[config.mk]
export PLATFORM = sky130hd
export DESIGN_NAME = writeBackRegFile
export DESIGN_NICKNAME = d
export VERILOG_FILES = /design/src/hdl/mipsMemPkg.sv /design/src/hdl/writeBackRegFile.sv
export VERILOG_INCLUDE_DIRS = /design/src /design/src/hdl
export SDC_FILE = /design/constraint.sdc
export NUM_CORES = 1
export LEC_CHECK = 0
export BUFFER_PORTS_ARGS = -buffer_cell sky130_fd_sc_hd__buf_2
export CAP_MARGIN = 20
export CORE_MARGIN = 10
export CORE_UTILIZATION = 45
export DETAILED_ROUTE_END_ITERATION = 12
export SLEW_MARGIN = 20
export SYNTH_ARGS = -nofsm -noshare
export SYNTH_HDL_FRONTEND = slang
export SYNTH_SLANG_ARGS = --single-unit
[constraint.sdc]
create_clock -name clk -period 5.43 [get_ports clk]
set_clock_uncertainty 0.2 [all_clocks]
set_input_delay 0.543 -clock clk [delete_from_list [all_inputs] [get_ports clk]]
set_output_delay 0.543 -clock clk [all_outputs]
set_load 0.005 [all_outputs]
[src/hdl/mipsMem_defines.svh]
`ifndef MIPS_MEM_DEFINES_SVH
`define MIPS_MEM_DEFINES_SVH

//////////////////////////////////////////////////
// Datapath widths
//////////////////////////////////////////////////

// Data, address and instruction address
`define DATA_W      32

// Register number, 32 registers
`define REG_ADDR_W  5

//////////////////////////////////////////////////
// Data memory geometry
//////////////////////////////////////////////////

// Depth in words, indexed by address bits 9:2
`define MEM_WORDS   256
`define MEM_ADDR_W  8

// Destination forced by jump-and-link
`define LINK_REG    31

`endif

[src/hdl/mipsMemPkg.sv]
`include "mipsMem_defines.svh"

package mipsMemPkg;

    //////////////////////////////////////////////////
    // Datapath values
    //////////////////////////////////////////////////

    // Data, address, instruction address
    typedef logic [`DATA_W-1:0] word_t;

    // Register file index
    typedef logic [`REG_ADDR_W-1:0] regAddr_t;

    //////////////////////////////////////////////////
    // Control fields from execute
    //////////////////////////////////////////////////

    // Write-back control
    // Bit 0 regWrite
    // Bit 1 memToReg
    // Bits 3:2 access size
    // Bit 4 loadUnsigned
    typedef logic [4:0] wbCtrl_t;

    // Memory control
    // Bit 0 memWrite
    // Bit 1 memRead
    typedef logic [1:0] memCtrl_t;

    // Access size
    // 0 byte, 1 halfword, 2 word
    typedef logic [1:0] accSize_t;

endpackage

[src/hdl/writeBackRegFile.sv]
`timescale 1ns/1ps

`include "mipsMem_defines.svh"

module writeBackRegFile
    import mipsMemPkg::*;
(
    input  logic     clk,
    input  logic     rst,
    input  wbCtrl_t  wbCtrl,
    input  logic     wbValid,
    input  word_t    aluResultWb,
    input  word_t    memDataWb,
    input  regAddr_t destRegWb,
    input  regAddr_t regReadAddr,
    output word_t    regReadData
);

    localparam int NumRegs = 1 << `REG_ADDR_W;

    // General purpose registers
    word_t regs [NumRegs];

    word_t writeData;
    logic  writeEn;

    //////////////////////////////////////////////////
    // Write-back selection
    //////////////////////////////////////////////////

    // memToReg picks memory data over the ALU result
    assign writeData = wbCtrl[1] ? memDataWb : aluResultWb;

    // Bubble or register 0 blocks the write
    assign writeEn = wbCtrl[0] & wbValid & (destRegWb != '0);

    //////////////////////////////////////////////////
    // Register array
    //////////////////////////////////////////////////

    always_ff @(posedge clk)
    begin
        if (rst)
        begin
            for (int i = 0; i < NumRegs; i++)
            begin
                regs[i] <= '0;
            end
        end
        else if (writeEn)
        begin
            regs[destRegWb] <= writeData;
        end
    end

    // Observation port, register 0 hardwired to zero
    always_comb
    begin
        if (regReadAddr == '0)
        begin
            regReadData = '0;
        end
        else
        begin
            regReadData = regs[regReadAddr];
        end
    end

endmodule

==> impl_metrics.tcl <==
set metrics [dict create \
    tightest_slew_ps 1100 \
    rsz0062_at_grt "false" \
    globalplace.congestion 0.815 \
    vias 25900 \
    synth-edff-count 1024 \
    ys_top_cells_by_area "edfxtp_1 69%, mux4_2 11%, nor2_1 8.4%" \
    core-area_um2 98100 \
    slew_violations 0 \
    final_common_cell "edfxtp_1" \
    syn_area_um2 44400 \
    final_cell_mix "1024 x edfxtp_1, 996 x nor2_1, 224 x mux4_2, 107 x clkbuf_16, 106 x buf_2" \
    crit_chain "buf_4 > buf_4 > or4_4 > o21ai_1 > a311oi_1 > buf_2" \
    finalCriticalPeriod_ps 4180 \
    slew_headroom_pct 25.4 \
    drc 0 \
    avgViaCountPerCell 5.89 \
    worstSetupPathType "primary input to output pin" \
    yosysTopAreaCell "edfxtp_1" \
    cellLeakagePower_nw 16.8 \
    cts_root_buf "clkbuf_16" \
    netlist.area_leader.share_pct 69.3 \
    synth_seq_cells 1024 \
    clkPwrFrac_pct 40.0 \
    synthFlopType "edfxtp_1" \
    die_h_um 334 \
    wl_per_cell_um 26.9 \
    h-tree-depth 3 \
    syn_avg_cell_area_um2 14.8 \
    route.met2.wl_mm 56.8 \
    p_comb_share_pct 8.3 \
    top_regs "regs: 1024 flops" \
    dr.pass1.iters 5 \
    syn_to_final_growth_pct 13.1 \
    clkSinkCount 1024 \
    routed_wl_mm 118 \
    cp_slowest_cell "a311oi_1" \
    numPortBuffers 110 \
    postCtsHoldBufs 0 \
    cts_setup_buffers 0 \
    path_buf_inv 3 \
    hold_depth 3 \
    whs_endpoint "regs[9][9]" \
    io-pin-count 114 \
    ys_seq_area_share_pct 69.3 \
    wirelength_met1_mm 48.1 \
    highest_layer "met5" \
    ir_worst_vdd_mv 0.252 \
    grt_max_degree 102 \
    path_common_cell "buf_4" \
    grt_pass1_vias 27000 \
    fin_crit_sh_pct 76.9 \
    seqPwrFrac_pct 51.7 \
    antennaDiodeCount 0 \
    startpoint_type "primary input" \
    ys_async_sr_fraction_pct 0 \
    regMostFlops "regs" \
    hp-start "aluResultWb[9]" \
    hold_viol 0 \
    end_kind "output pin" \
    power_switching_mw 4.02 \
    yosysWarnings 0 \
    power_density_nw_per_um2 355 \
    dp.final_hpwl_mm 69.9 \
    status "complete, no violations" \
    first_iter_violations 2974 \
    tns_ps 0 \
    ctsResizeCount 0 \
    drive_gt1_share_pct 21.6 \
    syn_inst 2990 \
    cts_tree "yes" \
    wl_met3_mm 9.82 \
    min_path_type "primary input to flip-flop" \
    internal-power_mw 13.8 \
    clk_pin_slew_ps 60 \
    ctsLongestPathBuffers 3 \
    grt_overflow 0 \
    grt_pass1_wl_mm 174 \
    start_util_pct 45.2 \
    cp.arrival_ps 3430 \
    row_count 115 \
    total_power_mw 17.8 \
    crit_family "buffers and inverters" \
    setup_viol 0 \
    fp.dieW_um 334 \
    antenna_found_initial 4 \
    max_freq_mhz 240 \
    cpPeakStageDelay_ps 770 \
    swShare_pct 22.5 \
    drv_cap 0 \
    die-area_um2 112000 \
    ys_types 38 \
    nets 3105 \
    ant_nets 0 \
    cts_made_buffers 103 \
    crit_fanout 32 \
    crit_required_ps 4690 \
    largest_reg_flops 1024 \
    track_usage_pct 20.9 \
]
## stage by stage
stage               setup WS [ps]  cell area, um^2  util, %  hold WS [ps]  std cells
detailed placement           1370            46400     47.3           886       4191
global placement             1330            46300     47.2           876       4188
CTS                          1360            49800     50.7           161       4384
finish                       1250            50200     51.1           126       4398
floorplan                    2720            44500        -           620       3021
global route                 1180            50200     51.1           122       4398
## how the worst max path moves through the flow
stage	start	endpoint	slack (ps)	cells past startpoint
2_1_floorplan	rst	regs[28][0]	2720	4
3_3_place_gp	regReadAddr[0]	regReadData[11]	1330	7
3_5_place_dp	regReadAddr[0]	regReadData[20]	1370	6
4_1_cts	regReadAddr[0]	regReadData[11]	1360	7
5_1_grt	regReadAddr[2]	regReadData[12]	1180	7
6_report	regReadAddr[0]	regReadData[20]	1250	6
## layer usage
layer,up-vias,GRT usage (%)
met1,13400,29.0
met5,-,0
li1,11100,-
met2,1198,33.8
met3,181,3.42
met4,4,6.58
## final cells by class
type                       instances  area [um^2]
multi-input combinational       1694        12900
sequential                      1024        30700
fill                            8149        47900
clock buffer                     118         2720
timing repair buffer             197         1570
tap                             1287         1610
inverter                           3         11.3
clock inverter                    75          651
## power groups by stage
stage / combinational (mW) / clock, mW / sequential (mW)
after floorplan: 0.904 / 0 / 9.33
after global placement: 1.42 / 0 / 9.35
after detailed placement: 1.44 / 0 / 9.38
after CTS: 1.44 / 7.22 / 9.22
after global routing: 1.57 / 7.53 / 9.24
final: 1.48 / 7.14 / 9.21
## synthesized netlist by cell type, drive strengths merged (3+ instances only)
cell type and count:
edfxtp 1024, nor2 997, mux4 224, clkbuf 222
mux2i 96, buf 78, o21ai 56, nor2b 38
nand2 37, a211oi 32, a22oi 32, a311oi 32
mux2 32, nand2b 32, a221oi 24, nand3 11
o2111ai 8, nor3 4, inv 3
## logic make-up after synthesis
| logic type | count (synthesis) | synth area share [%] |
|---|---|---|
| buf+inv | 303 | 3.20 |
| mux | 352 | 14.4 |
| simple gates | 1126 | 10.2 |
| compound gates | 184 | 2.98 |
| flops | 1024 | 69.3 |
| other cells | 1 | 0.00845 |
No activity file was read; power rests on OpenSTA's default activity.
